===== config.mk =====
export PLATFORM = sky130hd
export DESIGN_NAME = regfile
export DESIGN_NICKNAME = d
export VERILOG_FILES = /design/src/tag_pkg.sv /design/src/regfile_pkg.sv /design/src/regfile.sv /design/src/mmx_bank.sv /design/src/mmx_slot.sv /design/src/gpr_bank.sv /design/src/gpr_slot.sv
export SDC_FILE = /design/constraint.sdc
export NUM_CORES = 2
export LEC_CHECK = 0
export ABC_CLOCK_PERIOD_IN_PS = 2200
export BUFFER_PORTS_ARGS = -buffer_cell sky130_fd_sc_hd__buf_2
export CORE_MARGIN = 1
export CORE_UTILIZATION = 50
export DETAILED_ROUTE_END_ITERATION = 6
export PLACE_DENSITY_LB_ADDON = 0.3
export SLEW_MARGIN = 20
export SYNTH_ARGS = -nofsm -noshare
export SYNTH_HDL_FRONTEND = slang
export SYNTH_SLANG_ARGS = --single-unit

===== constraint.sdc =====
create_clock -name clk -period 2.2 [get_ports clk]
set_input_delay 0.11 -clock clk [delete_from_list [all_inputs] [get_ports clk]]
set_output_delay 0.11 -clock clk [all_outputs]
set_load 0.005 [all_outputs]

===== src/tag_pkg.sv =====
`default_nettype none

package tag_pkg;

    localparam int TAG_W = 7;

    // Id of the in-flight instruction that owns a register section
    typedef logic [TAG_W-1:0] tag_id_t;

    // One bit per general register section with E H L from the top down
    typedef logic [2:0] sect_mask_t;

    localparam int SECT_E = 2;
    localparam int SECT_H = 1;
    localparam int SECT_L = 0;

endpackage

`default_nettype wire


===== src/regfile_pkg.sv =====
`default_nettype none

package regfile_pkg;

    // Operand size of a register access
    typedef enum logic [1:0] {
        size_8  = 2'd0,
        size_16 = 2'd1,
        size_32 = 2'd2,
        size_64 = 2'd3   // MMX file
    } op_size_t;

    // Register number from 0 to 7
    typedef logic [2:0] reg_addr_t;

    localparam int GPR_W = 32;
    localparam int MMX_W = 64;   // Also width of the data ports

    // Fixed at eight; byte addresses 4-7 alias the high bytes of 0-3
    localparam int NUM_GPR = 8;

    // Section widths of a general register
    localparam int E_W = 16;
    localparam int BYTE_W = 8;

endpackage

`default_nettype wire

===== src/regfile.sv =====
`timescale 1ns/100ps
`default_nettype none

module regfile #(
    parameter int NUM_MMX = 8
) (
    input  wire                           clk,
    input  wire                           rst_n,
    input  wire                           wr_en,
    input  wire regfile_pkg::reg_addr_t   wr_addr,
    input  wire regfile_pkg::op_size_t    wr_size,
    input  wire [regfile_pkg::MMX_W-1:0]  wr_data,
    input  wire                           tag_en,
    input  wire regfile_pkg::reg_addr_t   tag_addr,
    input  wire regfile_pkg::op_size_t    tag_size,
    input  wire tag_pkg::tag_id_t         tag_id,
    input  wire                           wb_en,
    input  wire tag_pkg::tag_id_t         wb_tag,
    input  wire regfile_pkg::reg_addr_t   rd_addr,
    input  wire regfile_pkg::op_size_t    rd_size,
    output logic [regfile_pkg::MMX_W-1:0] rd_data,
    output logic                          rd_pending
);
    import regfile_pkg::*;

    logic             wr_mmx, tag_mmx;
    logic [MMX_W-1:0] gpr_rd_data, mmx_rd_data;
    logic             gpr_rd_pending, mmx_rd_pending;

    assign wr_mmx  = (wr_size == size_64);
    assign tag_mmx = (tag_size == size_64);

    gpr_bank gpr_bank_inst (
        .clk        (clk),
        .rst_n      (rst_n),
        .wr_en      (wr_en && !wr_mmx),
        .wr_addr    (wr_addr),
        .wr_size    (wr_size),
        .wr_data    (wr_data[GPR_W-1:0]),
        .tag_en     (tag_en && !tag_mmx),
        .tag_addr   (tag_addr),
        .tag_size   (tag_size),
        .tag_id     (tag_id),
        .wb_en      (wb_en),      // Writeback goes to both files
        .wb_tag     (wb_tag),
        .rd_addr    (rd_addr),
        .rd_size    (rd_size),
        .rd_data    (gpr_rd_data),
        .rd_pending (gpr_rd_pending)
    );

    mmx_bank #(.NUM_MMX(NUM_MMX)) mmx_bank_inst (
        .clk        (clk),
        .rst_n      (rst_n),
        .wr_en      (wr_en && wr_mmx),
        .wr_addr    (wr_addr),
        .wr_data    (wr_data),
        .tag_en     (tag_en && tag_mmx),
        .tag_addr   (tag_addr),
        .tag_id     (tag_id),
        .wb_en      (wb_en),
        .wb_tag     (wb_tag),
        .rd_addr    (rd_addr),
        .rd_data    (mmx_rd_data),
        .rd_pending (mmx_rd_pending)
    );

    assign rd_data    = (rd_size == size_64) ? mmx_rd_data : gpr_rd_data;
    assign rd_pending = (rd_size == size_64) ? mmx_rd_pending : gpr_rd_pending;

endmodule

`default_nettype wire


===== src/mmx_bank.sv =====
`timescale 1ns/100ps
`default_nettype none

module mmx_bank #(
    parameter int NUM_MMX = 8
) (
    input  wire                           clk,
    input  wire                           rst_n,
    input  wire                           wr_en,
    input  wire regfile_pkg::reg_addr_t   wr_addr,
    input  wire [regfile_pkg::MMX_W-1:0]  wr_data,
    input  wire                           tag_en,
    input  wire regfile_pkg::reg_addr_t   tag_addr,
    input  wire tag_pkg::tag_id_t         tag_id,
    input  wire                           wb_en,
    input  wire tag_pkg::tag_id_t         wb_tag,
    input  wire regfile_pkg::reg_addr_t   rd_addr,
    output logic [regfile_pkg::MMX_W-1:0] rd_data,
    output logic                          rd_pending
);
    import regfile_pkg::*;

    logic [MMX_W-1:0]   slot_dout [NUM_MMX];
    logic [NUM_MMX-1:0] slot_pend;

    for (genvar i = 0; i < NUM_MMX; i++) begin : g_slot
        mmx_slot mmx_slot_inst (
            .clk     (clk),
            .rst_n   (rst_n),
            .ld      (wr_en && wr_addr == reg_addr_t'(i)),
            .din     (wr_data),
            .tag_set (tag_en && tag_addr == reg_addr_t'(i)),
            .tag_id  (tag_id),
            .wb_en   (wb_en),
            .wb_tag  (wb_tag),
            .dout    (slot_dout[i]),
            .pending (slot_pend[i])
        );
    end

    // Addresses past NUM_MMX read as zero
    always_comb begin
        rd_data    = '0;
        rd_pending = 1'b0;
        for (int k = 0; k < NUM_MMX; k++) begin
            if (rd_addr == reg_addr_t'(k)) begin
                rd_data    = slot_dout[k];
                rd_pending = slot_pend[k];
            end
        end
    end

endmodule

`default_nettype wire


===== src/mmx_slot.sv =====
`timescale 1ns/100ps
`default_nettype none

module mmx_slot (
    input  wire                           clk,
    input  wire                           rst_n,
    input  wire                           ld,
    input  wire [regfile_pkg::MMX_W-1:0]  din,
    input  wire                           tag_set,
    input  wire tag_pkg::tag_id_t         tag_id,
    input  wire                           wb_en,
    input  wire tag_pkg::tag_id_t         wb_tag,
    output logic [regfile_pkg::MMX_W-1:0] dout,
    output logic                          pending
);
    import tag_pkg::*;

    tag_id_t id_q;
    logic    valid_q;
    logic    wb_hit;

    assign wb_hit = wb_en && valid_q && (id_q == wb_tag);

    always_ff @(posedge clk) begin
        if (!rst_n) begin
            dout    <= '0;
            id_q    <= '0;
            valid_q <= 1'b0;
        end else begin
            if (ld) dout <= din;
            if (tag_set) begin
                valid_q <= 1'b1;
                id_q    <= tag_id;
            end else if (wb_hit) begin
                valid_q <= 1'b0;
            end
        end
    end

    assign pending = valid_q;

endmodule

`default_nettype wire


===== src/gpr_bank.sv =====
`timescale 1ns/100ps
`default_nettype none

module gpr_bank (
    input  wire                           clk,
    input  wire                           rst_n,
    input  wire                           wr_en,
    input  wire regfile_pkg::reg_addr_t   wr_addr,
    input  wire regfile_pkg::op_size_t    wr_size,
    input  wire [regfile_pkg::GPR_W-1:0]  wr_data,
    input  wire                           tag_en,
    input  wire regfile_pkg::reg_addr_t   tag_addr,
    input  wire regfile_pkg::op_size_t    tag_size,
    input  wire tag_pkg::tag_id_t         tag_id,
    input  wire                           wb_en,
    input  wire tag_pkg::tag_id_t         wb_tag,
    input  wire regfile_pkg::reg_addr_t   rd_addr,
    input  wire regfile_pkg::op_size_t    rd_size,
    output logic [regfile_pkg::MMX_W-1:0] rd_data,
    output logic                          rd_pending
);
    import regfile_pkg::*;
    import tag_pkg::*;

    // Sections touched by an access of the given size
    function automatic sect_mask_t sect_of(reg_addr_t addr, op_size_t size);
        sect_mask_t m;
        m = '0;
        case (size)
            size_32: m = '1;
            size_16: begin
                m[SECT_H] = 1'b1;
                m[SECT_L] = 1'b1;
            end
            size_8: begin
                if (addr[2]) m[SECT_H] = 1'b1;
                else m[SECT_L] = 1'b1;
            end
            default: m = '0;
        endcase
        return m;
    endfunction

    // Byte addresses 4-7 name the high byte of registers 0-3
    function automatic reg_addr_t slot_of(reg_addr_t addr, op_size_t size);
        return (size == size_8) ? {1'b0, addr[1:0]} : addr;
    endfunction

    logic [GPR_W-1:0]  slot_dout [NUM_GPR];
    sect_mask_t        slot_pend [NUM_GPR];
    reg_addr_t         wr_slot, tag_slot, rd_slot;
    sect_mask_t        wr_mask, tag_mask, rd_mask;
    logic              wr_hi;
    logic [GPR_W-1:0]  wr_steer;
    logic [GPR_W-1:0]  rd_word;
    logic [BYTE_W-1:0] rd_byte;

    assign wr_slot  = slot_of(wr_addr, wr_size);
    assign wr_mask  = sect_of(wr_addr, wr_size);
    assign tag_slot = slot_of(tag_addr, tag_size);
    assign tag_mask = sect_of(tag_addr, tag_size);

    // AH..BH writes carry their byte in the low lane
    assign wr_hi    = (wr_size == size_8) && wr_addr[2];
    assign wr_steer = {wr_data[GPR_W-1:2*BYTE_W],
                       wr_hi ? wr_data[BYTE_W-1:0] : wr_data[2*BYTE_W-1:BYTE_W],
                       wr_data[BYTE_W-1:0]};

    for (genvar i = 0; i < NUM_GPR; i++) begin : g_slot
        gpr_slot gpr_slot_inst (
            .clk      (clk),
            .rst_n    (rst_n),
            .ld_mask  ((wr_en && wr_slot == reg_addr_t'(i)) ? wr_mask : '0),
            .din      (wr_steer),
            .tag_mask ((tag_en && tag_slot == reg_addr_t'(i)) ? tag_mask : '0),
            .tag_id   (tag_id),
            .wb_en    (wb_en),
            .wb_tag   (wb_tag),
            .dout     (slot_dout[i]),
            .pending  (slot_pend[i])
        );
    end

    assign rd_slot    = slot_of(rd_addr, rd_size);
    assign rd_mask    = sect_of(rd_addr, rd_size);
    assign rd_word    = slot_dout[rd_slot];
    assign rd_byte    = rd_addr[2] ? rd_word[2*BYTE_W-1:BYTE_W] : rd_word[BYTE_W-1:0];
    assign rd_pending = |(slot_pend[rd_slot] & rd_mask);

    always_comb begin
        case (rd_size)
            size_8:  rd_data = {{(MMX_W-BYTE_W){rd_byte[BYTE_W-1]}}, rd_byte};
            size_16: rd_data = {{(MMX_W-2*BYTE_W){rd_word[2*BYTE_W-1]}}, rd_word[2*BYTE_W-1:0]};
            size_32: rd_data = {{(MMX_W-GPR_W){rd_word[GPR_W-1]}}, rd_word};
            default: rd_data = '0;
        endcase
    end

endmodule

`default_nettype wire


===== src/gpr_slot.sv =====
`timescale 1ns/100ps
`default_nettype none

module gpr_slot (
    input  wire                          clk,
    input  wire                          rst_n,
    input  wire tag_pkg::sect_mask_t     ld_mask,
    input  wire [regfile_pkg::GPR_W-1:0] din,
    input  wire tag_pkg::sect_mask_t     tag_mask,
    input  wire tag_pkg::tag_id_t        tag_id,
    input  wire                          wb_en,
    input  wire tag_pkg::tag_id_t        wb_tag,
    output logic [regfile_pkg::GPR_W-1:0] dout,
    output tag_pkg::sect_mask_t          pending
);
    import regfile_pkg::*;
    import tag_pkg::*;

    logic [E_W-1:0]    e_q;
    logic [BYTE_W-1:0] h_q;
    logic [BYTE_W-1:0] l_q;
    tag_id_t           id_q [3];
    sect_mask_t        valid_q;
    sect_mask_t        wb_hit;

    always_ff @(posedge clk) begin
        if (!rst_n) begin
            e_q <= '0;
            h_q <= '0;
            l_q <= '0;
        end else begin
            if (ld_mask[SECT_E]) e_q <= din[GPR_W-1:2*BYTE_W];
            if (ld_mask[SECT_H]) h_q <= din[2*BYTE_W-1:BYTE_W];
            if (ld_mask[SECT_L]) l_q <= din[BYTE_W-1:0];
        end
    end

    // Writeback match per section
    always_comb begin
        for (int s = 0; s < 3; s++) begin
            wb_hit[s] = wb_en && valid_q[s] && (id_q[s] == wb_tag);
        end
    end

    always_ff @(posedge clk) begin
        if (!rst_n) begin
            valid_q <= '0;
            for (int s = 0; s < 3; s++) begin
                id_q[s] <= '0;
            end
        end else begin
            for (int s = 0; s < 3; s++) begin
                if (tag_mask[s]) begin   // New reservation beats a same-cycle writeback
                    valid_q[s] <= 1'b1;
                    id_q[s]    <= tag_id;
                end else if (wb_hit[s]) begin
                    valid_q[s] <= 1'b0;
                end
            end
        end
    end

    assign dout    = {e_q, h_q, l_q};
    assign pending = valid_q;

endmodule

`default_nettype wire


==> results.toml <==
[synthesis]
synthAdderAreaFrac_pct = 0.310
synth_compound_area_share_pct = 17.1
avgSynthCellArea_um2 = 9.30
ys_seq_area_share_pct = 46.5
async_reset_ff_share_pct = 0
synth_top_family_by_area = "simple AND/OR/NAND/NOR gates"
synth_edf_count = 168
synth-seq-cells = 1024
synth_area_leaders = "dfxtp_1 (36%), nand2_1 (11%), edfxtp_1 (11%), a21boi_0 (9.6%), mux2i_1 (5.2%)"
synth_xor_area_share_pct = 4.11
synthMuxAreaShare_pct = 10.0
syn_inst = 5127
yosys_warnings = 0
synth-simple-area-share_pct = 17.4
synth_top_area_share_pct = 35.9
synth_cell_types = 66
synth_fp_nets = 5236
synth_ff_type = "dfxtp_1"
syn_area_um2 = 47700
synth_top_area_cell = "dfxtp_1"

[power_and_ir_drop]
powerDensity_nw_per_um2 = 755
total_power_w = 0.0418
power_leakage_nw = 20.3
irDropWorstVdd_uv = 761

[setup_path]
worstPathArrival_ps = 2510
cp_max_fo = 3
end_kind = "primary output"
crit_path_start_kind = "flip-flop"
r2r_cells = 5
crit_type = "flip-flop to primary output"
cp.required_ps = 2090

[grt]
grt_max_degree = 206
track_usage_pct = 27.7
grt_pass1_vias = 36600
overflow = 0
grt_pass1_wl_mm = 213
antenna_found_initial = 10

[final_layout]
synthToLayoutAreaGrowth_pct = 16.1
mostFrequentLayoutCells = "nand2_1 (1356), dfxtp_1 (842), a21boi_0 (611)"
final_core_util_pct = 58.9
stdcell_count = 6582
drive_gt1_share_pct = 14.7
final_common_cell = "nand2_1"
fin_nets = 5347

[placement]
placed_cells = 6301
routabilityCongestion = 0.927
io_buffers = 162
dp.final_hpwl_mm = 84.6

[timing]
maxSlewHeadroom_pct = 21.8
rsz0062_at_grt = "true"
fin_ws_ps = -419
max_freq_ghz = 0.382
setup_viol_count_final = 65
hold_ws_ps = 121
layout_min_cycle_time_ps = 2620
hold_viol_final = 0
setup_tns_ps = -20390
clock_skew_ps = 21.4
post-route-period-util_pct = 119
drv_slew = 0
worst_pin_slew_ps = 1160

[clock_tree]
insertion_delay_ps = 690
cts-root-buf = "clkbuf_16"
cts_buffers = 107
h-tree-depth = 3
path_clk_slew_ps = 60
clock_sinks = 1024
cts_tree = "built"
clock_path_buffers = 3

[floorplan]
die_h_um = 311
die_w_um = 311
rows = 112
start_util_pct = 50.8
die-area_um2 = 96600
core_area_um2 = 93900
pin_count = 163

[detailed_routing]
dr_total_vias = 37500
ant_nets = 0
drtIter0Drc = 3142
drtPass1Iterations = 6
wl_per_cell_um = 20.9
drc = 0
wl_mm = 137
avgViaCountPerCell = 5.70

[run]
cap_violations = 0

[worst_hold_path]
holdPathStages = 5
hold_path.class = "input pin to flip-flop"

[status]
status = "complete, but fails checks"
violations = "negative setup slack"
[flip-flops by register name, summed over array words and instances (netlist names)]
| name | flops |
|---|---|
| gpr_bank_inst.g_slot.gpr_slot_inst.id_q | 168 |
| gpr_bank_inst.g_slot.gpr_slot_inst.h_q | 64 |
| mmx_bank_inst.g_slot.mmx_slot_inst.pending | 8 |
| mmx_bank_inst.g_slot.mmx_slot_inst.id_q | 56 |
| gpr_bank_inst.g_slot.gpr_slot_inst.e_q | 128 |
| gpr_bank_inst.g_slot.gpr_slot_inst.pending | 24 |
| gpr_bank_inst.g_slot.gpr_slot_inst.l_q | 64 |
| mmx_bank_inst.g_slot.mmx_slot_inst.dout | 512 |
[worst paths after layout]
| check | endpoint | slack [ps] | from |
|---|---|---|---|
| max reg2reg | flip-flop | 830 | gpr_bank_inst.g_slot[6].gpr_slot_inst.id_q[0][16] |
| min reg2reg | gpr_bank_inst.g_slot[4].gpr_slot_inst.l_q[4] | 450 | gpr_bank_inst.g_slot[4].gpr_slot_inst.l_q[4] |
| max | rd_data[15] | -420 | gpr_bank_inst.g_slot[3].gpr_slot_inst.h_q[7] |
| min | mmx_bank_inst.g_slot[4].mmx_slot_inst.dout[6] | 120 | wr_en |
[area by class of cell]
type | instances | area (µm²)
tap | 1254 | 1570
inverter | 12 | 45.0
antenna | 2 | 5.00
fill | 7953 | 38500
clock buffer | 154 | 3110
timing repair buffer | 466 | 4190
multi-input combinational | 3627 | 23700
clock inverter | 43 | 541
sequential | 1024 | 22200
[cell usage after synthesis (57+ instances only)]
master and count:
a21boi_0 611, o21ai_0 58, o211a_1 64, nor2b_1 181
clkbuf_1 302, o211ai_1 57, mux4_2 66, buf_2 99
mux2_2 73, nand3_1 65, mux2i_1 247, and2_1 62
nor2_1 94, xnor2_1 188, a21oi_1 106, nand4_1 59
dfxtp_1 856, edfxtp_1 168, nand2_1 1357
[per-stage QoR]
step	setup slack [ps]	instance area [µm²]
CTS	-443	55200
global placement	-191	50600
detailed placement	-201	50600
global route	-480	55300
floorplan	109	47700
finish	-419	55300
[logic make-up after synthesis]
kind of cell / after synthesis
AOI/OAI and AO/OA: 1104
xor gates and xnor gates: 224
adders and majority gates: 12
buffers and inverters: 476
DFF: 1024
muxes: 386
and+or+nand+nor: 1901
[per-layer routing]
layer | track usage (%) | wire, µm | vias up
met3 | 4.63 | 9100 | 275
met4 | 9.82 | 4390 | 16
li1 | - | - | 17700
met1 | 36.0 | 58100 | 18300
met5 | 0 | 101 | -
met2 | 46.5 | 65600 | 1246
[what timing repair did]
item,4_1_cts,5_1_grt
cloned,0,0
hold endpoints to repair,784,0
setup buffers,3,1
endpoints found under the setup margin,65,65
resized for setup,44,22
hold buffers,79,0
pin swaps,15,13
[worst max-delay path, stage by stage (launching register included)]
cell      delay [ps]
dfxtp_2          320
mux4_2           460
nor2_2            90
nand3b_1         190
buf_6            150
o21ai_1          150
a22o_1           310
buf_6            140
[power by group]
part / leakage, nW / internal [W] / switching (W)
Sequential: 8.51 / 0.0194 / 0.000156
Clock: 1.77 / 0.0111 / 0.00765
Combinational: 9.98 / 0.00145 / 0.00210
Total: 20.3 / 0.0319 / 0.00991
Power figures use the tool's default switching activity.
